===== src/cpu_pkg.sv =====
package cpu_pkg;

    typedef logic [15:0] word_t;
    typedef logic [1:0]  reg_idx_t;

    typedef enum logic [3:0] {
        OP_BNE   = 4'd0,
        OP_BEQ   = 4'd1,
        OP_ADI   = 4'd4,
        OP_ORI   = 4'd5,
        OP_LHI   = 4'd6,
        OP_LWD   = 4'd7,
        OP_SWD   = 4'd8,
        OP_JMP   = 4'd9,
        OP_RTYPE = 4'd15
    } opcode_t;

    typedef enum logic [5:0] {
        FN_ADD = 6'd0,
        FN_SUB = 6'd1,
        FN_AND = 6'd2,
        FN_ORR = 6'd3,
        FN_WWD = 6'd28,
        FN_HLT = 6'd29
    } funct_t;

    typedef enum logic [2:0] {
        ALU_ADD,
        ALU_SUB,
        ALU_AND,
        ALU_OR,
        ALU_PASS_B      // LHI
    } alu_op_t;

    typedef enum logic [1:0] {
        FWD_REG,
        FWD_EX,
        FWD_MEM
    } fwd_sel_t;

    typedef struct packed {
        logic     valid;    // Counts toward num_inst
        alu_op_t  alu_op;
        logic     alu_src_imm;
        logic     mem_read;
        logic     mem_write;
        logic     reg_write;
        logic     wwd;
        logic     halt;
        reg_idx_t dest;
    } ctrl_t;

    // R-type with an unused function code, decodes to nothing
    localparam word_t NOP_INST = 16'hF03F;

    // Field positions (LSB of each field)
    localparam int OPCODE_LSB   = 12;
    localparam int RS_LSB       = 10;
    localparam int RT_LSB       = 8;
    localparam int RD_LSB       = 6;
    localparam int FUNCT_LSB    = 0;
    localparam int IMM8_LSB     = 0;
    localparam int TARGET12_LSB = 0;

endpackage

===== src/stage_dest_if.sv =====
`timescale 1ns/10ps

interface stage_dest_if;

    // Instruction in EX
    logic              ex_reg_write;
    cpu_pkg::reg_idx_t ex_dest;
    logic              ex_is_load;

    // Instruction in MEM
    logic              mem_reg_write;
    cpu_pkg::reg_idx_t mem_dest;

    modport ex (output ex_reg_write, output ex_dest, output ex_is_load);

    modport mem (output mem_reg_write, output mem_dest);

    modport ctrl (
        input ex_reg_write,
        input ex_dest,
        input ex_is_load,
        input mem_reg_write,
        input mem_dest
    );

endinterface


===== src/cpu.sv =====
`timescale 1ns/10ps

module cpu #(
    parameter cpu_pkg::word_t RESET_PC = 16'h0000
) (
    input  logic           clk,
    input  logic           reset_n,
    output cpu_pkg::word_t i_addr,
    input  cpu_pkg::word_t i_data,
    output logic           d_read,
    output logic           d_write,
    output cpu_pkg::word_t d_addr,
    output cpu_pkg::word_t d_wdata,
    input  cpu_pkg::word_t d_rdata,
    output cpu_pkg::word_t output_port,
    output cpu_pkg::word_t num_inst,
    output logic           is_halted
);

    cpu_pkg::word_t    if_id_inst;
    cpu_pkg::ctrl_t    id_ctrl;
    cpu_pkg::fwd_sel_t fwd_a;
    cpu_pkg::fwd_sel_t fwd_b;
    logic              stall;
    logic              take_branch;
    logic              take_jump;
    logic              halt_fetch;
    logic              operands_equal;

    cpu_pkg::word_t    op_a;
    cpu_pkg::word_t    op_b;
    cpu_pkg::word_t    imm_ext;
    cpu_pkg::word_t    ex_result;

    cpu_pkg::ctrl_t    ex_mem_ctrl;
    cpu_pkg::word_t    ex_mem_result;
    cpu_pkg::word_t    ex_mem_store_data;
    cpu_pkg::word_t    ex_mem_wwd_value;
    cpu_pkg::word_t    mem_result;

    logic              wb_write;
    cpu_pkg::reg_idx_t wb_dest;
    cpu_pkg::word_t    wb_data;

    stage_dest_if dest_bus ();

    pipeline_control control_inst (
        .clk(clk), .reset_n(reset_n), .if_id_inst(if_id_inst),
        .operands_equal(operands_equal), .dest(dest_bus.ctrl), .id_ctrl(id_ctrl),
        .fwd_a(fwd_a), .fwd_b(fwd_b), .stall(stall), .take_branch(take_branch),
        .take_jump(take_jump), .halt_fetch(halt_fetch)
    );

    fetch_stage #(.RESET_PC(RESET_PC)) fetch_inst (
        .clk(clk), .reset_n(reset_n), .i_data(i_data), .stall(stall),
        .take_branch(take_branch), .take_jump(take_jump), .halt_fetch(halt_fetch),
        .i_addr(i_addr), .if_id_inst(if_id_inst)
    );

    decode_datapath decode_inst (
        .clk(clk), .reset_n(reset_n), .if_id_inst(if_id_inst), .fwd_a(fwd_a),
        .fwd_b(fwd_b), .ex_result(ex_result), .mem_result(mem_result),
        .wb_write(wb_write), .wb_dest(wb_dest), .wb_data(wb_data), .op_a(op_a),
        .op_b(op_b), .imm_ext(imm_ext), .operands_equal(operands_equal)
    );

    execute_stage execute_inst (
        .clk(clk), .reset_n(reset_n), .stall(stall), .id_ctrl(id_ctrl), .op_a(op_a),
        .op_b(op_b), .imm_ext(imm_ext), .ex_result(ex_result), .dest(dest_bus.ex),
        .ex_mem_ctrl(ex_mem_ctrl), .ex_mem_result(ex_mem_result),
        .ex_mem_store_data(ex_mem_store_data), .ex_mem_wwd_value(ex_mem_wwd_value)
    );

    memory_writeback mem_wb_inst (
        .clk(clk), .reset_n(reset_n), .ex_mem_ctrl(ex_mem_ctrl),
        .ex_mem_result(ex_mem_result), .ex_mem_store_data(ex_mem_store_data),
        .ex_mem_wwd_value(ex_mem_wwd_value), .d_rdata(d_rdata), .d_read(d_read),
        .d_write(d_write), .d_addr(d_addr), .d_wdata(d_wdata), .dest(dest_bus.mem),
        .mem_result(mem_result), .wb_write(wb_write), .wb_dest(wb_dest),
        .wb_data(wb_data), .output_port(output_port), .num_inst(num_inst),
        .is_halted(is_halted)
    );

endmodule


===== src/memory_writeback.sv =====
`timescale 1ns/10ps

module memory_writeback (
    input  logic              clk,
    input  logic              reset_n,
    input  cpu_pkg::ctrl_t    ex_mem_ctrl,
    input  cpu_pkg::word_t    ex_mem_result,
    input  cpu_pkg::word_t    ex_mem_store_data,
    input  cpu_pkg::word_t    ex_mem_wwd_value,
    input  cpu_pkg::word_t    d_rdata,
    output logic              d_read,
    output logic              d_write,
    output cpu_pkg::word_t    d_addr,
    output cpu_pkg::word_t    d_wdata,
    stage_dest_if.mem         dest,
    output cpu_pkg::word_t    mem_result,
    output logic              wb_write,
    output cpu_pkg::reg_idx_t wb_dest,
    output cpu_pkg::word_t    wb_data,
    output cpu_pkg::word_t    output_port,
    output cpu_pkg::word_t    num_inst,
    output logic              is_halted
);

    // Data port straight from EX/MEM
    assign d_read  = ex_mem_ctrl.mem_read;
    assign d_write = ex_mem_ctrl.mem_write;
    assign d_addr  = ex_mem_result;
    assign d_wdata = ex_mem_store_data;

    assign mem_result = ex_mem_ctrl.mem_read ? d_rdata : ex_mem_result;

    assign dest.mem_reg_write = ex_mem_ctrl.reg_write;
    assign dest.mem_dest      = ex_mem_ctrl.dest;

    ////////////////////
    // MEM/WB and retire

    always_ff @(posedge clk) begin
        if (reset_n) begin
            wb_write    <= 1'b0;
            output_port <= '0;
            num_inst    <= '0;
            is_halted   <= 1'b0;
        end else begin
            wb_write <= ex_mem_ctrl.reg_write;
            if (ex_mem_ctrl.valid) num_inst <= num_inst + 16'd1;
            if (ex_mem_ctrl.wwd) output_port <= ex_mem_wwd_value;
            if (ex_mem_ctrl.halt) is_halted <= 1'b1;    // Sticky until reset
        end
    end

    always_ff @(posedge clk) begin
        wb_dest <= ex_mem_ctrl.dest;
        wb_data <= mem_result;
    end

endmodule


===== src/execute_stage.sv =====
`timescale 1ns/10ps

module execute_stage (
    input  logic           clk,
    input  logic           reset_n,
    input  logic           stall,
    input  cpu_pkg::ctrl_t id_ctrl,
    input  cpu_pkg::word_t op_a,
    input  cpu_pkg::word_t op_b,
    input  cpu_pkg::word_t imm_ext,
    output cpu_pkg::word_t ex_result,
    stage_dest_if.ex       dest,
    output cpu_pkg::ctrl_t ex_mem_ctrl,
    output cpu_pkg::word_t ex_mem_result,
    output cpu_pkg::word_t ex_mem_store_data,
    output cpu_pkg::word_t ex_mem_wwd_value
);

    cpu_pkg::ctrl_t ctrl_q;
    cpu_pkg::word_t a_q;
    cpu_pkg::word_t b_q;
    cpu_pkg::word_t imm_q;
    cpu_pkg::word_t imm_operand;
    cpu_pkg::word_t alu_b;
    cpu_pkg::word_t alu_y;

    ////////////////////
    // ID/EX

    always_ff @(posedge clk) begin
        if (reset_n) begin
            ctrl_q <= '0;
        end else if (stall) begin
            ctrl_q <= '0;       // Bubble
        end else begin
            ctrl_q <= id_ctrl;
        end
    end

    always_ff @(posedge clk) begin
        a_q   <= op_a;
        b_q   <= op_b;
        imm_q <= imm_ext;
    end

    ////////////////////
    // ALU

    assign imm_operand = (ctrl_q.alu_op == cpu_pkg::ALU_PASS_B) ? {imm_q[7:0], 8'h00} : imm_q;
    assign alu_b       = ctrl_q.alu_src_imm ? imm_operand : b_q;

    always_comb begin
        case (ctrl_q.alu_op)
            cpu_pkg::ALU_SUB:    alu_y = a_q - alu_b;
            cpu_pkg::ALU_AND:    alu_y = a_q & alu_b;
            cpu_pkg::ALU_OR:     alu_y = a_q | alu_b;
            cpu_pkg::ALU_PASS_B: alu_y = alu_b;
            default:             alu_y = a_q + alu_b;   // Also load/store address
        endcase
    end

    assign ex_result = alu_y;

    assign dest.ex_reg_write = ctrl_q.reg_write;
    assign dest.ex_dest      = ctrl_q.dest;
    assign dest.ex_is_load   = ctrl_q.mem_read;

    ////////////////////
    // EX/MEM

    always_ff @(posedge clk) begin
        if (reset_n) begin
            ex_mem_ctrl <= '0;
        end else begin
            ex_mem_ctrl <= ctrl_q;
        end
    end

    always_ff @(posedge clk) begin
        ex_mem_result     <= alu_y;
        ex_mem_store_data <= b_q;   // rt of SWD
        ex_mem_wwd_value  <= a_q;   // rs of WWD
    end

endmodule


===== src/decode_datapath.sv =====
`timescale 1ns/10ps

module decode_datapath (
    input  logic              clk,
    input  logic              reset_n,
    input  cpu_pkg::word_t    if_id_inst,
    input  cpu_pkg::fwd_sel_t fwd_a,
    input  cpu_pkg::fwd_sel_t fwd_b,
    input  cpu_pkg::word_t    ex_result,
    input  cpu_pkg::word_t    mem_result,
    input  logic              wb_write,
    input  cpu_pkg::reg_idx_t wb_dest,
    input  cpu_pkg::word_t    wb_data,
    output cpu_pkg::word_t    op_a,
    output cpu_pkg::word_t    op_b,
    output cpu_pkg::word_t    imm_ext,
    output logic              operands_equal
);

    cpu_pkg::word_t    regs [4];
    cpu_pkg::reg_idx_t rs;
    cpu_pkg::reg_idx_t rt;
    cpu_pkg::word_t    rf_a;
    cpu_pkg::word_t    rf_b;
    logic [7:0]        imm8;

    function automatic cpu_pkg::word_t pick_operand(
        input cpu_pkg::fwd_sel_t sel,
        input cpu_pkg::word_t    rf_value,
        input cpu_pkg::word_t    ex_value,
        input cpu_pkg::word_t    mem_value
    );
        case (sel)
            cpu_pkg::FWD_EX:  return ex_value;
            cpu_pkg::FWD_MEM: return mem_value;
            default:          return rf_value;
        endcase
    endfunction

    assign rs   = if_id_inst[cpu_pkg::RS_LSB +: 2];
    assign rt   = if_id_inst[cpu_pkg::RT_LSB +: 2];
    assign imm8 = if_id_inst[cpu_pkg::IMM8_LSB +: 8];

    always_ff @(posedge clk) begin
        if (reset_n) begin
            for (int i = 0; i < 4; i++) regs[i] <= '0;
        end else if (wb_write) begin
            regs[wb_dest] <= wb_data;
        end
    end

    // Write-first, WB result visible in the same cycle
    assign rf_a = (wb_write && wb_dest == rs) ? wb_data : regs[rs];
    assign rf_b = (wb_write && wb_dest == rt) ? wb_data : regs[rt];

    assign op_a = pick_operand(fwd_a, rf_a, ex_result, mem_result);
    assign op_b = pick_operand(fwd_b, rf_b, ex_result, mem_result);

    // ORI zero-extends, everything else sign-extends
    assign imm_ext = (if_id_inst[cpu_pkg::OPCODE_LSB +: 4] == cpu_pkg::OP_ORI) ?
                     {8'h00, imm8} : {{8{imm8[7]}}, imm8};

    assign operands_equal = (op_a == op_b);

endmodule


===== src/fetch_stage.sv =====
`timescale 1ns/10ps

module fetch_stage #(
    parameter cpu_pkg::word_t RESET_PC = 16'h0000
) (
    input  logic           clk,
    input  logic           reset_n,
    input  cpu_pkg::word_t i_data,
    input  logic           stall,
    input  logic           take_branch,
    input  logic           take_jump,
    input  logic           halt_fetch,
    output cpu_pkg::word_t i_addr,
    output cpu_pkg::word_t if_id_inst
);

    cpu_pkg::word_t pc;
    cpu_pkg::word_t if_id_pc;
    cpu_pkg::word_t branch_target;
    cpu_pkg::word_t jump_target;
    logic [7:0]     imm8;

    assign imm8          = if_id_inst[cpu_pkg::IMM8_LSB +: 8];
    assign branch_target = if_id_pc + 16'd1 + {{8{imm8[7]}}, imm8};
    assign jump_target   = {if_id_pc[15:12], if_id_inst[cpu_pkg::TARGET12_LSB +: 12]};
    assign i_addr        = pc;

    always_ff @(posedge clk) begin
        if (reset_n) begin
            pc         <= RESET_PC;
            if_id_inst <= cpu_pkg::NOP_INST;
        end else if (!stall) begin
            if (take_jump) begin
                pc         <= jump_target;
                if_id_inst <= cpu_pkg::NOP_INST;    // Squash the fall-through fetch
            end else if (take_branch) begin
                pc         <= branch_target;
                if_id_inst <= cpu_pkg::NOP_INST;
            end else if (halt_fetch) begin
                if_id_inst <= cpu_pkg::NOP_INST;    // PC parks
            end else begin
                pc         <= pc + 16'd1;
                if_id_inst <= i_data;
            end
        end
    end

    always_ff @(posedge clk) begin
        if (!stall) begin
            if_id_pc <= pc;
        end
    end

endmodule


===== src/pipeline_control.sv =====
`timescale 1ns/10ps

module pipeline_control (
    input  logic              clk,
    input  logic              reset_n,
    input  cpu_pkg::word_t    if_id_inst,
    input  logic              operands_equal,
    stage_dest_if.ctrl        dest,
    output cpu_pkg::ctrl_t    id_ctrl,
    output cpu_pkg::fwd_sel_t fwd_a,
    output cpu_pkg::fwd_sel_t fwd_b,
    output logic              stall,
    output logic              take_branch,
    output logic              take_jump,
    output logic              halt_fetch
);

    cpu_pkg::opcode_t  opcode;
    cpu_pkg::funct_t   funct;
    cpu_pkg::reg_idx_t rs;
    cpu_pkg::reg_idx_t rt;
    cpu_pkg::reg_idx_t rd;
    logic              uses_rs;
    logic              uses_rt;
    logic              is_branch;
    logic              is_jump;
    logic              halt_q;

    assign opcode = cpu_pkg::opcode_t'(if_id_inst[cpu_pkg::OPCODE_LSB +: 4]);
    assign funct  = cpu_pkg::funct_t'(if_id_inst[cpu_pkg::FUNCT_LSB +: 6]);
    assign rs     = if_id_inst[cpu_pkg::RS_LSB +: 2];
    assign rt     = if_id_inst[cpu_pkg::RT_LSB +: 2];
    assign rd     = if_id_inst[cpu_pkg::RD_LSB +: 2];

    ////////////////////
    // Decode

    always_comb begin
        id_ctrl   = '0;
        uses_rs   = 1'b0;
        uses_rt   = 1'b0;
        is_branch = 1'b0;
        is_jump   = 1'b0;
        case (opcode)
            cpu_pkg::OP_BNE, cpu_pkg::OP_BEQ: begin
                id_ctrl.valid = 1'b1;
                uses_rs       = 1'b1;
                uses_rt       = 1'b1;
                is_branch     = 1'b1;
            end
            cpu_pkg::OP_ADI, cpu_pkg::OP_ORI, cpu_pkg::OP_LHI, cpu_pkg::OP_LWD: begin
                id_ctrl.valid       = 1'b1;
                id_ctrl.alu_src_imm = 1'b1;
                id_ctrl.reg_write   = 1'b1;
                id_ctrl.dest        = rt;
                id_ctrl.mem_read    = (opcode == cpu_pkg::OP_LWD);
                uses_rs             = (opcode != cpu_pkg::OP_LHI);
                if (opcode == cpu_pkg::OP_ORI) id_ctrl.alu_op = cpu_pkg::ALU_OR;
                if (opcode == cpu_pkg::OP_LHI) id_ctrl.alu_op = cpu_pkg::ALU_PASS_B;
            end
            cpu_pkg::OP_SWD: begin
                id_ctrl.valid       = 1'b1;
                id_ctrl.alu_src_imm = 1'b1;
                id_ctrl.mem_write   = 1'b1;
                uses_rs             = 1'b1;
                uses_rt             = 1'b1;     // Store data
            end
            cpu_pkg::OP_JMP: begin
                id_ctrl.valid = 1'b1;
                is_jump       = 1'b1;
            end
            cpu_pkg::OP_RTYPE: begin
                case (funct)
                    cpu_pkg::FN_ADD, cpu_pkg::FN_SUB, cpu_pkg::FN_AND, cpu_pkg::FN_ORR: begin
                        id_ctrl.valid     = 1'b1;
                        id_ctrl.reg_write = 1'b1;
                        id_ctrl.dest      = rd;
                        id_ctrl.alu_op    = cpu_pkg::alu_op_t'(funct[2:0]);
                        uses_rs           = 1'b1;
                        uses_rt           = 1'b1;
                    end
                    cpu_pkg::FN_WWD: begin
                        id_ctrl.valid = 1'b1;
                        id_ctrl.wwd   = 1'b1;
                        uses_rs       = 1'b1;
                    end
                    cpu_pkg::FN_HLT: begin
                        id_ctrl.valid = 1'b1;
                        id_ctrl.halt  = 1'b1;
                    end
                    default: ;  // NOP_INST lands here
                endcase
            end
            default: ;
        endcase
    end

    ////////////////////
    // Hazards and forwarding

    function automatic cpu_pkg::fwd_sel_t fwd_for(
        input cpu_pkg::reg_idx_t src,
        input logic              ex_w,
        input cpu_pkg::reg_idx_t ex_d,
        input logic              mem_w,
        input cpu_pkg::reg_idx_t mem_d
    );
        if (ex_w && ex_d == src) return cpu_pkg::FWD_EX;     // Youngest wins
        if (mem_w && mem_d == src) return cpu_pkg::FWD_MEM;
        return cpu_pkg::FWD_REG;
    endfunction

    assign fwd_a = fwd_for(rs, dest.ex_reg_write, dest.ex_dest, dest.mem_reg_write, dest.mem_dest);
    assign fwd_b = fwd_for(rt, dest.ex_reg_write, dest.ex_dest, dest.mem_reg_write, dest.mem_dest);

    // Load in EX feeding decode, its data exists only from MEM on
    assign stall = dest.ex_is_load && dest.ex_reg_write &&
                   ((uses_rs && dest.ex_dest == rs) || (uses_rt && dest.ex_dest == rt));

    assign take_branch = is_branch && !stall &&
                         ((opcode == cpu_pkg::OP_BEQ) ? operands_equal : !operands_equal);
    assign take_jump   = is_jump && !stall;

    always_ff @(posedge clk) begin
        if (reset_n) begin
            halt_q <= 1'b0;
        end else if (id_ctrl.halt) begin
            halt_q <= 1'b1;
        end
    end

    assign halt_fetch = halt_q | id_ctrl.halt;  // Blocks the fetch right behind HLT

endmodule


===== config.mk =====
export PLATFORM = sky130hd
export DESIGN_NAME = cpu
export DESIGN_NICKNAME = d
export VERILOG_FILES = /design/src/cpu_pkg.sv /design/src/stage_dest_if.sv /design/src/cpu.sv /design/src/memory_writeback.sv /design/src/execute_stage.sv /design/src/decode_datapath.sv /design/src/fetch_stage.sv /design/src/pipeline_control.sv
export SDC_FILE = /design/constraint.sdc
export NUM_CORES = 1
export LEC_CHECK = 0
export BUFFER_PORTS_ARGS = -buffer_cell sky130_fd_sc_hd__buf_2
export CORE_MARGIN = 2
export CORE_UTILIZATION = 60
export DETAILED_ROUTE_END_ITERATION = 10
export PLACE_DENSITY = 0.8
export SKIP_CTS_REPAIR_TIMING = 1
export SLEW_MARGIN = 20
export SYNTH_ARGS = -nofsm -noshare
export SYNTH_HDL_FRONTEND = slang
export SYNTH_HIERARCHICAL = 1
export SYNTH_SLANG_ARGS = --single-unit

===== constraint.sdc =====
create_clock -name clk -period 14.35 [get_ports clk]
set_input_delay 2.87 -clock clk [delete_from_list [all_inputs] [get_ports clk]]
set_output_delay 2.87 -clock clk [all_outputs]
set_load 0.03 [all_outputs]

# Word-level counts from Yosys, hierarchy flattened
# Memory sizes are Yosys's and may differ from the RTL's. A register that Yosys moved wholly into a read port is not among the register bits.
# Index checks and enable logic that the tools add are counted.
dict set report op_classes {
  addsub 6
  mul 0
  n_div 0
  magnitude_cmp 0
  n_eq_ne 30
  shift 0
  n_mux 61
  bitwise 6
  n_reduce_logical 31
}
# op count
set ops {}
lappend ops {{$mux W16} 12}
lappend ops {{$pmux W16 S2} 2}
lappend ops {{$pmux W16 S4} 1}
lappend ops {{$add A16 B1 Y16 const B} 3}
lappend ops {{$add A16 B16 Y16} 2}
lappend ops {{$mux W2} 15}
lappend ops {{$mux W1} 23}
lappend ops {{$and A16 B16 Y16} 1}
lappend ops {{$eq A16 B16 Y1} 1}
lappend ops {{$eq A4 B3 Y1 const B} 4}
lappend ops {{$or A16 B16 Y16} 1}
lappend ops {{$reduce_or A16 Y1} 1}
lappend ops {{$sub A16 B16 Y16} 1}
lappend ops {{$logic_and A1 B1 Y1} 13}
lappend ops {{$eq A2 B2 Y1} 6}
lappend ops {{$eq A4 B4 Y1 const B} 3}
lappend ops {{$eq A6 B2 Y1 const B} 2}
lappend ops {{$eq A6 B5 Y1 const B} 2}
lappend ops {{$reduce_or A5 Y1} 2}
lappend ops {{$reduce_or A3 Y1} 3}
lappend ops {{$reduce_or A4 Y1} 2}
lappend ops {{$reduce_or A8 Y1} 1}
lappend ops {{$eq A3 B2 Y1 const B} 2}
lappend ops {{$eq A6 B1 Y1 const B} 1}
lappend ops {{other kinds (21)} 30}
dict set report totals {
  ff_bits 210
  latch_bits 0
  mem_bits_rw 64
  mem_bits_ro 0
  inputBits 34
  output_inout_bits 83
  word_cells 168
  memories 1
}
# memory words word_bits read_ports rd_clocked_by_memory_dff write_ports line
set memory_table {}
lappend memory_table {decode_inst.regs 4 16 2 2 4 decode_datapath.sv:20} ;# cpu_pkg::word_t regs [4];

# Depth between registers and ports, before layout
# Gate-level depths: netlist of run 1.
dict set report depth {
  ltp_word 16
  ltp_mapped 32
}

# Modules after synthesis
# The synthesis of run 1 kept the hierarchy.
# module instances cells_each area_each_um2 seq_area_each_um2
set modules_own_cells {}
lappend modules_own_cells {decode_datapath 1 395 4875.9 1921.8}
lappend modules_own_cells {execute_stage 1 448 4523.1 2402.3}
lappend modules_own_cells {fetch_stage 1 329 2801.4 1121.1}
lappend modules_own_cells {memory_writeback 1 214 2182.1 1041.0}
lappend modules_own_cells {pipeline_control 1 58 416.6 20.0}

# Worst setup path before layout of run 1
# No wires, ideal clock.
dict set report synth_timing {
  path_type {reg2reg}
  start {reg execute_inst/ctrl_q[8] (netlist bit)}
  end {reg fetch_inst.pc[15], in the netlist fetch_inst/i_addr[15]}
  setup_time_ns 0.126
  t_arrival_ns 5.629
  required_ns 14.224
  slack_ns 8.595
  stages_incl_launch_ff 30
  n_path_buf 3
  synth_period_minus_slack_ns 5.755
  cell_sequence {dfxtp_1 > buf_6 > and4bb_1 > buf_6 > a21oi_2 > or4_4 > nor4_1 > or2_2 > xor2_1 > ha_1 > nand2_1 > nor2_1 > o2bb2ai_1 > a311o_1 > a211oi_1 > or4_1 > and3_1 > a221oi_1 > a31oi_1 > xnor2_1 > nand4_1 > nor4_2 > xnor2_1 > and3_1 > or2_1 > o21ai_1 > clkbuf_1 > a21oi_1 > o21ai_0 > a21oi_1}
}
dict set report synth_between {
  elab_chain_len 12
  elab_cells_between_ends 21
}
# element line
set synth_rtl {}
lappend synth_rtl {{start: declaration} execute_stage.sv:19} ;# cpu_pkg::ctrl_t ctrl_q;
lappend synth_rtl {{start signal: assignment} execute_stage.sv:36} ;# ctrl_q <= id_ctrl;
lappend synth_rtl {{$eq A3 B3 Y1} {execute_stage.sv:49, execute_stage.sv:53}}
lappend synth_rtl {{$mux W16} execute_stage.sv:49} ;# assign imm_operand = (ctrl_q.alu_op == cpu_pkg::ALU_PASS_B) ? {imm_q[7:0], 8'h00} : imm_q;
lappend synth_rtl {{$mux W16} execute_stage.sv:50} ;# assign alu_b = ctrl_q.alu_src_imm ? imm_operand : b_q;
lappend synth_rtl {{$add A16 B16 Y16, or another cell as far along} execute_stage.sv:58} ;# default: alu_y = a_q + alu_b;
lappend synth_rtl {{$pmux W16 S4 *} execute_stage.sv:53} ;# case (ctrl_q.alu_op)
lappend synth_rtl {{named net ex_result[14]} cpu.sv:33} ;# cpu_pkg::word_t ex_result;
lappend synth_rtl {{$pmux W16 S2 *} decode_datapath.sv:33} ;# case (sel)
lappend synth_rtl {{named net op_b[14]} cpu.sv:31} ;# cpu_pkg::word_t op_b;
lappend synth_rtl {{$eq A16 B16 Y1 *} decode_datapath.sv:63} ;# assign operands_equal = (op_a == op_b);
lappend synth_rtl {{named net operands_equal} cpu.sv:28} ;# logic operands_equal;
lappend synth_rtl {{$logic_not A1 Y1} pipeline_control.sv:121} ;# ((opcode == cpu_pkg::OP_BEQ) ? operands_equal : !operands_equal);
lappend synth_rtl {{$mux W1 *} pipeline_control.sv:121}
lappend synth_rtl {{$logic_and A1 B1 Y1 *} pipeline_control.sv:120} ;# assign take_branch = is_branch && !stall &&
lappend synth_rtl {{named net take_branch} cpu.sv:25} ;# logic take_branch;
lappend synth_rtl {{$ne A3 B1 Y1 (no source line) / $mux W16 (equally long branches)} n/a}
lappend synth_rtl {{$reduce_and A2 Y1 (no source line) / $mux W16 (equally long branches)} n/a}
lappend synth_rtl {{end signal: assignment} fetch_stage.sv:34} ;# pc <= jump_target;
lappend synth_rtl {{end signal: assignment} fetch_stage.sv:37} ;# pc <= branch_target;
lappend synth_rtl {{end signal: assignment} fetch_stage.sv:42} ;# pc <= pc + 16'd1;
lappend synth_rtl {{end: declaration} fetch_stage.sv:17} ;# cpu_pkg::word_t pc;
# The timed path passes the listed nets; every way through them passes the cells marked *.
# A chain may end at the register's enable or synchronous reset.

# Worst setup path after layout of run 1
dict set report layout_timing {
  start {reg execute_inst/ctrl_q[7] (netlist bit)}
  end {reg fetch_inst.pc[13], in the netlist fetch_inst/i_addr[13]}
}
dict set report layout_between {
  elab_chain_len 10
  elab_cells_between_ends 16
}
# element line
set layout_rtl {}
lappend layout_rtl {{$mux W16 *} execute_stage.sv:50}
lappend layout_rtl {{$add A16 B16 Y16, or another cell as far along} execute_stage.sv:58}
lappend layout_rtl {{$pmux W16 S4 *} execute_stage.sv:53}
lappend layout_rtl {{named net ex_result[13]} cpu.sv:33}
lappend layout_rtl {{$pmux W16 S2 *} decode_datapath.sv:33}
lappend layout_rtl {{named net op_b[13]} cpu.sv:31}
lappend layout_rtl {{$eq A16 B16 Y1 *} decode_datapath.sv:63}
lappend layout_rtl {{named net operands_equal} cpu.sv:28}
lappend layout_rtl {{$logic_not A1 Y1} pipeline_control.sv:121}
lappend layout_rtl {{$mux W1 *} pipeline_control.sv:121}
lappend layout_rtl {{$logic_and A1 B1 Y1 *} pipeline_control.sv:120}
lappend layout_rtl {{named net take_branch} cpu.sv:25}
lappend layout_rtl {{$ne A3 B1 Y1 (no source line) / $mux W16 (equally long branches)} n/a}
lappend layout_rtl {{$reduce_and A2 Y1 (no source line) / $mux W16 (equally long branches)} n/a}
# Marked as above.

==> results of run 1 <==
-- layout make-up --
type	count	share of cell area
Multi-Input combinational cell	987	0.4573
Sequential cell	281	0.4039
Clock buffer	39	0.05143
Timing Repair Buffer	130	0.04309
Tap cell	324	0.02548
Clock inverter	16	0.01242
Inverter	27	0.006369
-- per-stage QoR --
stage                     hold WS [ns]  worst slack [ns]
final                           0.3595             6.145
after CTS                       0.3560             6.317
after global routing            0.3650             5.601
after detailed placement        0.3526             6.337
after global placement          0.3426             6.482
after floorplan                 0.3301             8.595
-- worst max path at each step --
stage                       endpoint  cells after the start
2_1_floorplan  fetch_inst/i_addr[15]                     29
3_3_place_gp   fetch_inst/i_addr[12]                     30
3_5_place_dp   fetch_inst/i_addr[12]                     30
4_1_cts        fetch_inst/i_addr[12]                     30
5_1_grt        fetch_inst/i_addr[13]                     29
6_report       fetch_inst/i_addr[13]                     29
-- layer usage --
metal | global-route usage | vias up | routed length [µm] | share of wire
met5 | 0 | - | 0 | 0
met4 | 0.1257 | 0 | 1560 | 0.040
met3 | 0.04055 | 110 | 3195 | 0.083
met2 | 0.4632 | 571 | 17600 | 0.46
met1 | 0.4071 | 5379 | 16180 | 0.42
li1 | - | 5300 | - | -
-- state kept, by name, summed over array words and instances, names as in the netlist --
signal	cells
mem_wb_inst/is_halted	1
decode_inst/regs	64
execute_inst/dest.ex_is_load	1
fetch_inst/if_id_inst	16
fetch_inst/i_addr	16
mem_wb_inst/wb_write	1
execute_inst/dest.ex_dest	2
execute_inst/b_q	16
execute_inst/ex_mem_ctrl	8
execute_inst/imm_q	16
mem_wb_inst/num_inst	16
execute_inst/ctrl_q	8
execute_inst/ex_mem_wwd_value	16
execute_inst/ex_mem_result	16
mem_wb_inst/output_port	16
fetch_inst/if_id_pc	16
mem_wb_inst/wb_data	16
execute_inst/dest.ex_reg_write	1
mem_wb_inst/wb_dest	2
control_inst/halt_q	1
execute_inst/a_q	16
execute_inst/ex_mem_store_data	16
-- power groups by stage --
stage	Clock (mW)	Combinational, mW	Sequential, mW
floorplan	0	0.411	0.970
global placement	0	0.498	1.02
detailed placement	0	0.500	1.02
CTS	0.793	0.504	1.00
global route	0.830	0.548	1.02
finish	0.784	0.513	1.01
-- critical path: cells and delay by family (launching register included) --
| family | cells | cell delay (ns) |
|---|---|---|
| and+or+nand+nor | 11 | 3.35 |
| AOI/OAI and AO/OA | 12 | 3.14 |
| DFF | 1 | 0.31 |
| xor gates and xnor gates | 4 | 0.60 |
| adders and majority gates | 1 | 0.36 |
| buffers and inverters | 1 | 0.31 |
==> metrics.md, run 1 <==
| Metric | Value |
|---|---|
| Worst-margin pin slew | 1.031 ns |
| # diodes | 0 |
| Relative slew margins | 0.3126 |
| Hold path depth | 0 |
| Multi-input gate area | 7277 µm² |
| FF-to-FF Start | execute_inst/ctrl_q[7] |
| # clock sinks | 281 |
| Commonest non-fill, non-tap cells in the layout | 201 x dfxtp_1, 117 x nor2_1, 116 x buf_2, 80 x edfxtp_1 |
| GPL Wtd Cong | approximately 0.99 |
| Die area | approximately 26000 µm² |
| Largest net degree at the start of global routing | 50 |
| Syn nets | 1507 |
| Gr usage total | 0.2931 |
| DR pass1 iterations | 5 |
| I/O Pins | 117 |
| Maximum clock path buffer count | 3 |
| Mapped Avg Cell Area | 10.24 µm² |
| Startpoint class of the critical path | flip-flop |
| Sw Share | 0.3287 |
| Max cap viols | 0 |
| F_max | 0.1219 GHz |
| DRT Wirelength | 38530 µm |
| RSZ-0062 raised after global routing | no |
| Int Power | 1.548 mW |
| Core Area | 24180 µm² |
| Area growth syn-to-layout | 8.248% |
| Number of antenna violations at the first check in global routing | 0 |
| Most frequent CP cell | xnor2_1 |
| Floorplan row count | 57 |
| Worst-skew pair later-pin latency | 0.57 ns |
| FF/Latch Area | ~6400 µm² |
| Min Tclk post-route | 8.205 ns |
| Power share of the clock group | 0.340 |
| Worst Path Max Fanout | 30 |
| DR vias | 11360 |
| Mapped Cells | 1436 |
| Share of layout cells above drive strength 1 | 0.1845 |
| Vias per cell | roughly 6.3 |
| Synth warn | 6 |
| Comb power frac | 0.222 |
| Final-report hold violation count | 0 |
| IO Port Bufs | 116 |
| PwrDens | 144.9 nW/µm² |
| Util after Layout | 0.6581 |
| Total negative slack | 0 ns |
| Vias in the first global route | 10800 |
| Starting Density | 0.6080 |
| Hold path startpoint | execute_inst/b_q[7] |
| Fill count | approximately 1900 |
| First-pass GRT wire length | around 60000 µm |
| Gr ovfl total | 0 |
| Per-cell routed wire length | approximately 21 µm |
| Slew Viols, Final | 0 |
| DRC | 0 |
| Root Driver | clkbuf_16 |
| Leak | roughly 6.3 nW |
| 1st-iter DRT viols | 1081 |
| Critical Path AT | 8.68 ns |
| Setup violators final | 0 |
| Cells on worst reg2reg path | 29 |
| Req. time, crit path | about 15 ns |
| Critical path origin | execute_inst/ctrl_q[7] |
| Layout Nets | 1528 |
| ANT nets after route | 0 |
| Status | finished, final reports clean |
| Sequential power share | 0.437 |
| Final cell count without fillers | 1804 |
| Worst R2R End | fetch_inst/i_addr[13] |
| Clock Pin Slew Worst Setup and Hold Paths | 0.06 ns |
| Most common cell after layout, fill and taps aside | dfxtp_1 |
| CTS tree | yes |
| CTS Buf Count | 30 |
| CP Capture Type | flip-flop |
| Final period util | 0.5718 |
| Worst-case clock skew | about 0.021 ns |
| H-tree lvl count | 1 |
| Placed insts | around 1700 |
| Tightest Hold Check Type | flip-flop to flip-flop |
| VDD IR max | 0.00009874 V |
| Flop-to-flop setup slack | ~6.1 ns |
| CP Class | flip-flop to flip-flop |
| Crit path largest cell delay | 0.87 ns |
| Placement Cell Area | 14890 µm² |
| Cell Area, Synth | 14700 µm² |
| Die Ht | between 150 and 200 µm |
| Fin area | 15910 µm² |
| Tot Pwr | 2.306 mW |
| Switching pwr | 757.8 µW |
| Detailed placement HPWL | 27420 µm |
| Crit-path slowest cell | a21oi_1 |
| Hold Crit Endpoint | execute_inst/ex_mem_store_data[7] |
| Die width | about 160 µm |
Note: power is estimated with default switching activity, not from simulation.
==> run 2, diff against run 1 <==
Settings changed: CORE_UTILIZATION 60 to 55, PLACE_DENSITY 0.8 to 0.77.
Clock period 14.35 ns to 6.93 ns, I/O delays scaled along.
==> run 2 against run 1 <==
Compared with the run above:
- sequential share of layout area is 0.51 points lower
- cell count grew 1.8%
- die area rose by 8.9%
- critical endpoint is now fetch_inst/i_addr[14]
- critical path depth is 2 lower
- clock-buffer cell count decreased by 6
- the run now ends with DRC left
- largest power group unchanged
- via count is 1.4% higher
- flip-flop and latch count unchanged
- core utilization is 4.1 points lower
- critical path type unchanged
==> metrics.md, run 2 (synthesis gave the netlist of run 1 again) <==
| Metric | Value |
|---|---|
| Crit-path slowest cell | or4_4 |
| Floorplan row count | 59 |
| Detailed placement HPWL | around 28000 µm |
| Starting Density | 0.5625 |
| CP Class | flip-flop to flip-flop |
| IO Port Bufs | 116 |
| Critical Path AT | 7.01 ns |
| First-pass GRT wire length | 60570 µm |
| Maximum clock path buffer count | 3 |
| Layout Nets | 1548 |
| Relative slew margins | 0.3167 |
| DRT Wirelength | 38550 µm |
| PwrDens | 298.9 nW/µm² |
| GPL Wtd Cong | around 0.95 |
| DR pass1 iterations | 8 |
| DR vias | 11523 |
| Commonest non-fill, non-tap cells in the layout | 200 x dfxtp_1, 117 x nor2_1, 116 x buf_2, 80 x edfxtp_1 |
| # clock sinks | 281 |
| Vias in the first global route | 10806 |
| VDD IR max | ~0.00021 V |
| CP Capture Type | flip-flop |
| Setup violators final | 0 |
| I/O Pins | 117 |
| WP buf/inv | 1 |
| Crit path largest cell delay | 0.55 ns |
| Status | finished with violations |
| Final cell count without fillers | between 1500 and 2000 |
| Number of antenna violations at the first check in global routing | 0 |
| RSZ-0062 raised after global routing | no |
| Crit path max-delay family | simple AND/OR/NAND/NOR gates |
| Worst-skew pair later-pin latency | 0.56 ns |
| Cells on worst reg2reg path | 27 |
| Sequential power share | 0.432 |
| Core Area | 26130 µm² |
| Int Power | 3.244 mW |
| Most frequent CP cell | nand2_1 |
| Fin Hold WS | 0.3811 ns |
| Per-cell routed wire length | 21.00 µm |
| Largest net degree at the start of global routing | 47 |
| 1st-iter DRT viols | 1202 |
| Leak | 6.412 nW |
| Hold Crit Endpoint | execute_inst/ex_mem_wwd_value[5] |
| Final period util | 0.9389 |
| Tightest Hold Check Type | flip-flop to flip-flop |
| Worst setup slack after layout | around 0.42 ns |
| Placed insts | 1780 |
| Placement Cell Area | 15060 µm² |
| Most flop-heavy register | decode_inst/regs |
| Util after Layout | 0.6168 |
| Total negative slack | 0 ns |
| Hold path startpoint | execute_inst/a_q[5] |
| Area growth syn-to-layout | 9.661% |
| Worst Path Max Fanout | 19 |
| Power share of the clock group | 0.343 |
| Req. time, crit path | 7.43 ns |
| Vias per cell | 6.276 |
| H-tree lvl count | 1 |
| Comb power frac | 0.224 |
| Final-report hold violation count | 0 |
| Switching pwr | 1.574 mW |
| Gr usage total | 0.2700 |
| Fin area | 16120 µm² |
| F_max | 0.1537 GHz |
| Slew Viols, Final | 0 |
| Fill count | 2112 |
| Die area | 28050 µm² |
| Die Ht | 167.5 µm |
| CTS Buf Count | 30 |
| DRC | 12 |
| Worst slack, placed | ~0.18 ns |
| Die width | 167.5 µm |
| # diodes | 0 |
| Gr ovfl total | 0 |
| Startpoint class of the critical path | flip-flop |
| Failing checks | DRC |
| Tot Pwr | 4.818 mW |
| Most common cell after layout, fill and taps aside | dfxtp_1 |
| Hold path depth | 0 |
| Sw Share | 0.3267 |
| Min Tclk post-route | 6.506 ns |
| Largest register FFs | 64 |
| FF-to-FF Start | execute_inst/ctrl_q[7] |
| Max cap viols | 0 |
| Worst-margin pin slew | 1.025 ns |
| Share of layout cells above drive strength 1 | 0.1992 |
| Clock Pin Slew Worst Setup and Hold Paths | ~0.060 ns |
| Root Driver | clkbuf_16 |
| ANT nets after route | 0 |
| Worst R2R End | fetch_inst/i_addr[14] |
| Flop-to-flop setup slack | 0.42 ns |
| Worst-case clock skew | 0.01283 ns |
| CTS tree | yes |
-- run 2: changes by cell type in the layout (fill, tap and decap cells not counted), sizes merged --
| cell | previous run | this run |
|---|---|---|
| buf | 130 | 150 |
| inv | 28 | 29 |
| bufinv | 3 | 4 |
| clkinv | 11 | 12 |
| clkinvlp | 1 | 5 |
| clkbuf | 39 | 33 |
-- run 2: final cells by class --
class / instances / area [µm²] / area share
repair buffers: 150 / 839.6 / 0.05208
well taps: 335 / 419.2 / 0.02600
clock buffers: 33 / 783.3 / 0.04859
inverters: 27 / 101.3 / 0.006287
flip-flops and latches: 281 / 6427 / 0.3987
clock inverters: 23 / 250.2 / 0.01552
multi-input cells: 987 / 7298 / 0.4528
-- run 2: worst max-delay path by stage --
stage / startpoint / endpoint / slack [ns] / cells after the start
finish: execute_inst/ctrl_q[7] / fetch_inst/i_addr[14] / 0.42 / 27
global route: execute_inst/ctrl_q[7] / fetch_inst/i_addr[14] / 0.001 / 27
CTS: execute_inst/ctrl_q[7] / fetch_inst/i_addr[14] / 0.12 / 27
detailed placement: execute_inst/ctrl_q[7] / fetch_inst/i_addr[14] / 0.18 / 26
global placement: execute_inst/ctrl_q[7] / fetch_inst/i_addr[14] / 0.35 / 27
floorplan: execute_inst/ctrl_q[8] / fetch_inst/i_addr[15] / 1.17 / 29
-- run 2: power groups by stage --
stage | clock network [mW] | logic, mW | registers (mW)
floorplan | 0 | 0.850 | 2.01
global placement | 0 | 1.04 | 2.10
detailed placement | 0 | 1.05 | 2.11
CTS | 1.68 | 1.06 | 2.07
global route | 1.75 | 1.15 | 2.10
finish | 1.65 | 1.08 | 2.08
-- run 2: worst reg2reg max path, cell delays in order, from the launching register on --
cell and delay, ns:
dfxtp_2 0.44, and4bb_1 0.37, nor2_1 0.16, or4_4 0.55
nor3_4 0.19, nand2_1 0.12, nand2_1 0.10, xor2_1 0.07
ha_2 0.42, nand2_1 0.10, nor2_1 0.15, o2bb2ai_1 0.12
a311o_1 0.20, a211oi_2 0.11, or4_1 0.48, and3_1 0.19
a221oi_1 0.24, a31oi_1 0.12, xnor2_1 0.24, nand4_1 0.13
nor4_2 0.37, xnor2_1 0.16, and3_1 0.23, buf_6 0.21
nor2b_2 0.26, o21ai_0 0.16, a2111oi_1 0.43, a211o_1 0.15
-- run 2: per-layer routing --
| layer | up-vias | routed length (µm) | track usage |
|---|---|---|---|
| li1 | 5345 | - | - |
| met1 | 5570 | 16440 | 0.3762 |
| met2 | 531 | 17840 | 0.4348 |
| met3 | 77 | 2960 | 0.03711 |
| met4 | 0 | 1315 | 0.09452 |
| met5 | - | 0 | 0 |
==> run 3, diff against run 2 <==
Settings changed: SYNTH_HIERARCHICAL 1 to default.
==> run 3 against run 2 <==
Compared with the run above:
- the flow now finishes without violations
- maximum frequency shrank 0.13%
- combinational power grew 15%
- area after synthesis shrank 1.6%
- routed wire length grew 2.0%
- sequential share of layout area shrank 1.0 points
- via count grew 2.1%
- register-to-register slack is essentially flat
- clock power is essentially flat
- non-clock buffer count shrank 3
- power grew 3.5%
- critical path type unchanged
- highest routed layer unchanged
==> metrics.md, run 3 <==
| Metric | Value |
|---|---|
| Starting Density | 0.5580 |
| DRC | 0 |
| Slew Viols, Final | 0 |
| Core Area | 25910 µm² |
| DR pass1 iterations | 5 |
| RSZ-0062 raised after global routing | no |
| Fin area | about 16000 µm² |
| Mapped Cells | 1487 |
| ANT nets after route | 0 |
| VDD IR max | roughly 0.00025 V |
| Worst-case clock skew | 0.01355 ns |
| Post-synth ARST share | 0 |
| I/O Pins | 117 |
| Synth warn | 0 |
| Placed insts | ~1900 |
| Detailed placement HPWL | approximately 29000 µm |
| Largest area contributor in the netlist | dfxtp_1 |
| Worst Path Max Fanout | 15 |
| Leak | between 6 and 7 nW |
| 1st-iter DRT viols | 1033 |
| Worst slack, placed | 0.5232 ns |
| Relative slew margins | 0.2335 |
| Req. time, crit path | 7.32 ns |
| Final period util | 0.9401 |
| Floorplan row count | 59 |
| H-tree lvl count | 1 |
| Fill count | 2122 |
| Top post-synthesis cells by count | 198 x dfxtp_1, 141 x nand2_1, 138 x nor2_1, 80 x edfxtp_1, 68 x a21oi_1 |
| Die area | roughly 28000 µm² |
| CP Class | flip-flop to flip-flop |
| Area growth syn-to-layout | 13.40% |
| Most used DFF post-synth | dfxtp_1 |
| Startpoint class of the critical path | flip-flop |
| Die width | 166.1 µm |
| Most flop-heavy register | decode_inst.regs |
| Cell Area, Synth | 14460 µm² |
| #FFs+latches synth | 278 |
| # clock sinks | 278 |
| Setup violators final | 0 |
| Top post-synthesis cells by area | dfxtp_1 27%, edfxtp_1 17%, mux4_2 5.0% |
| Gr ovfl total | 0 |
| Largest register FFs | 64 |
| PwrDens | 304.2 nW/µm² |
| Tightest Hold Check Type | flip-flop to flip-flop |
| Total negative slack | 0 ns |
| DRT Wirelength | 39330 µm |
| Sequential area share after synthesis | 0.4403 |
| Syn nets | 1557 |
| Final-report hold violation count | 0 |
| Maximum clock path buffer count | 3 |
| Share of layout cells above drive strength 1 | 0.1669 |
| Commonest non-fill, non-tap cells in the layout | 198 x dfxtp_1, 141 x nand2_1, 137 x nor2_1, 116 x buf_2, 80 x edfxtp_1 |
| Yosys cell types | 83 |
| CTS Buf Count | 30 |
| Vias per cell | 6.060 |
| EDFF count, synth | 80 |
| Layout Nets | between 1500 and 2000 |
| Most numerous cell in the Yosys netlist | dfxtp_1 |
| F_max | 0.1535 GHz |
| Largest net degree at the start of global routing | 74 |
| Status | finished, final reports clean |
| Placement Cell Area | 15350 µm² |
| Max cap viols | 0 |
| Worst setup slack after layout | 0.4151 ns |
| Number of antenna violations at the first check in global routing | 0 |
| First-pass GRT wire length | 61380 µm |
| # diodes | 0 |
| Die Ht | 166.1 µm |
| IO Port Bufs | 116 |
| CTS tree | yes |
| Vias in the first global route | 11070 |
| Clock Pin Slew Worst Setup and Hold Paths | approximately 0.07 ns |
| GPL Wtd Cong | 0.9843 |
| Root Driver | clkbuf_16 |
| Critical Path AT | 6.91 ns |
| Per-cell routed wire length | 20.26 µm |
| Min Tclk post-route | 6.515 ns |
| Synth top area share | 0.2741 |
| DR vias | 11763 |
| CP Capture Type | flip-flop |
| Mapped Avg Cell Area | 9.724 µm² |
| Gr usage total | 0.2765 |
| Worst-skew pair later-pin latency | approximately 0.55 ns |
| Worst-margin pin slew | 1.148 ns |
| Final cell count without fillers | 1941 |
| Most common cell after layout, fill and taps aside | dfxtp_1 |
-- run 3: cell types whose count changed in the layout (fill, tap and decap cells not counted), moves of 31 or more --
cell,change
nand2_1,+62
nand4_1,-32
a221oi_1,-31
o21ai_0,+40
mux2i_1,+32
a31oi_1,-31
-- run 3: final timing paths --
kind | start | end | cells past startpoint | slack [ns]
max | execute_inst.ctrl_q[7] | fetch_inst.i_addr[5] | 20 | 0.42
min | execute_inst.b_q[13] | execute_inst.ex_mem_store_data[13] | 0 | 0.37
min reg2reg | execute_inst.b_q[13] | execute_inst.ex_mem_store_data[13] | 0 | 0.37
max reg2reg | execute_inst.ctrl_q[7] | fetch_inst.i_addr[5] | 20 | 0.42
-- run 3: layout make-up --
| class | instances | area, µm² | area share |
|---|---|---|---|
| Clock buffer | 41 | 853.3 | 0.05204 |
| Multi-Input combinational cell | 1076 | 7575 | 0.4620 |
| Tap cell | 335 | 419.2 | 0.02556 |
| Sequential cell | 278 | 6366 | 0.3882 |
| Inverter | 49 | 183.9 | 0.01122 |
| Clock inverter | 15 | 186.4 | 0.01137 |
| Timing Repair Buffer | 147 | 813.3 | 0.04960 |
-- run 3: report_power, final --
part	switching (mW)	internal (mW)	total [mW]	leakage (nW)
combinational	0.792	0.449	1.24	3.73
clock	0.646	1.01	1.66	0.510
sequential	0.220	1.87	2.09	2.49
-- run 3: routing by layer --
layer  vias up  routed length, µm  track usage
li1       5559                  -            -
met1      5580              16880       0.3831
met2       523              18160       0.4454
met3       101               2565      0.02550
met4         0               1725       0.1206
met5         -                  0            0
-- run 3: metrics by stage --
| step | total power, mW | hold slack, ns | utilization |
|---|---|---|---|
| detailed placement | 3.324 | 0.3610 | 0.5926 |
| floorplan | 2.887 | 0.3301 | - |
| CTS | 4.984 | 0.3678 | 0.6327 |
| global route | 5.179 | 0.3773 | 0.6328 |
| finish | 4.988 | 0.3720 | 0.6328 |
| global placement | 3.310 | 0.3739 | 0.5926 |
-- run 3: worst max-delay path, cell delays in order (launching register included) --
cell,delay (ns)
dfxtp_1,0.50
buf_4,0.22
mux2i_1,0.25
a21oi_1,0.15
or3_1,0.39
a21oi_1,0.15
a21oi_1,0.09
ha_1,0.34
a2111o_1,0.48
o21bai_1,0.21
a41oi_1,0.41
mux2i_1,0.24
o311a_1,0.31
mux2i_1,0.21
o21ai_0,0.09
or4_1,0.53
a211oi_2,0.47
a311oi_2,0.27
nand2b_4,0.35
nor3_4,0.49
a2111oi_0,0.19
-- run 3: cell families after synthesis --
family                     after synthesis  synth area share
AOI/OAI and AO/OA                      330            0.1554
adders and majority gates               47           0.03989
and+or+nand+nor                        506            0.1714
buffers and inverters                  133           0.03764
xor gates and xnor gates                84           0.05088
DFF                                    278            0.4403
muxes                                  109            0.1044
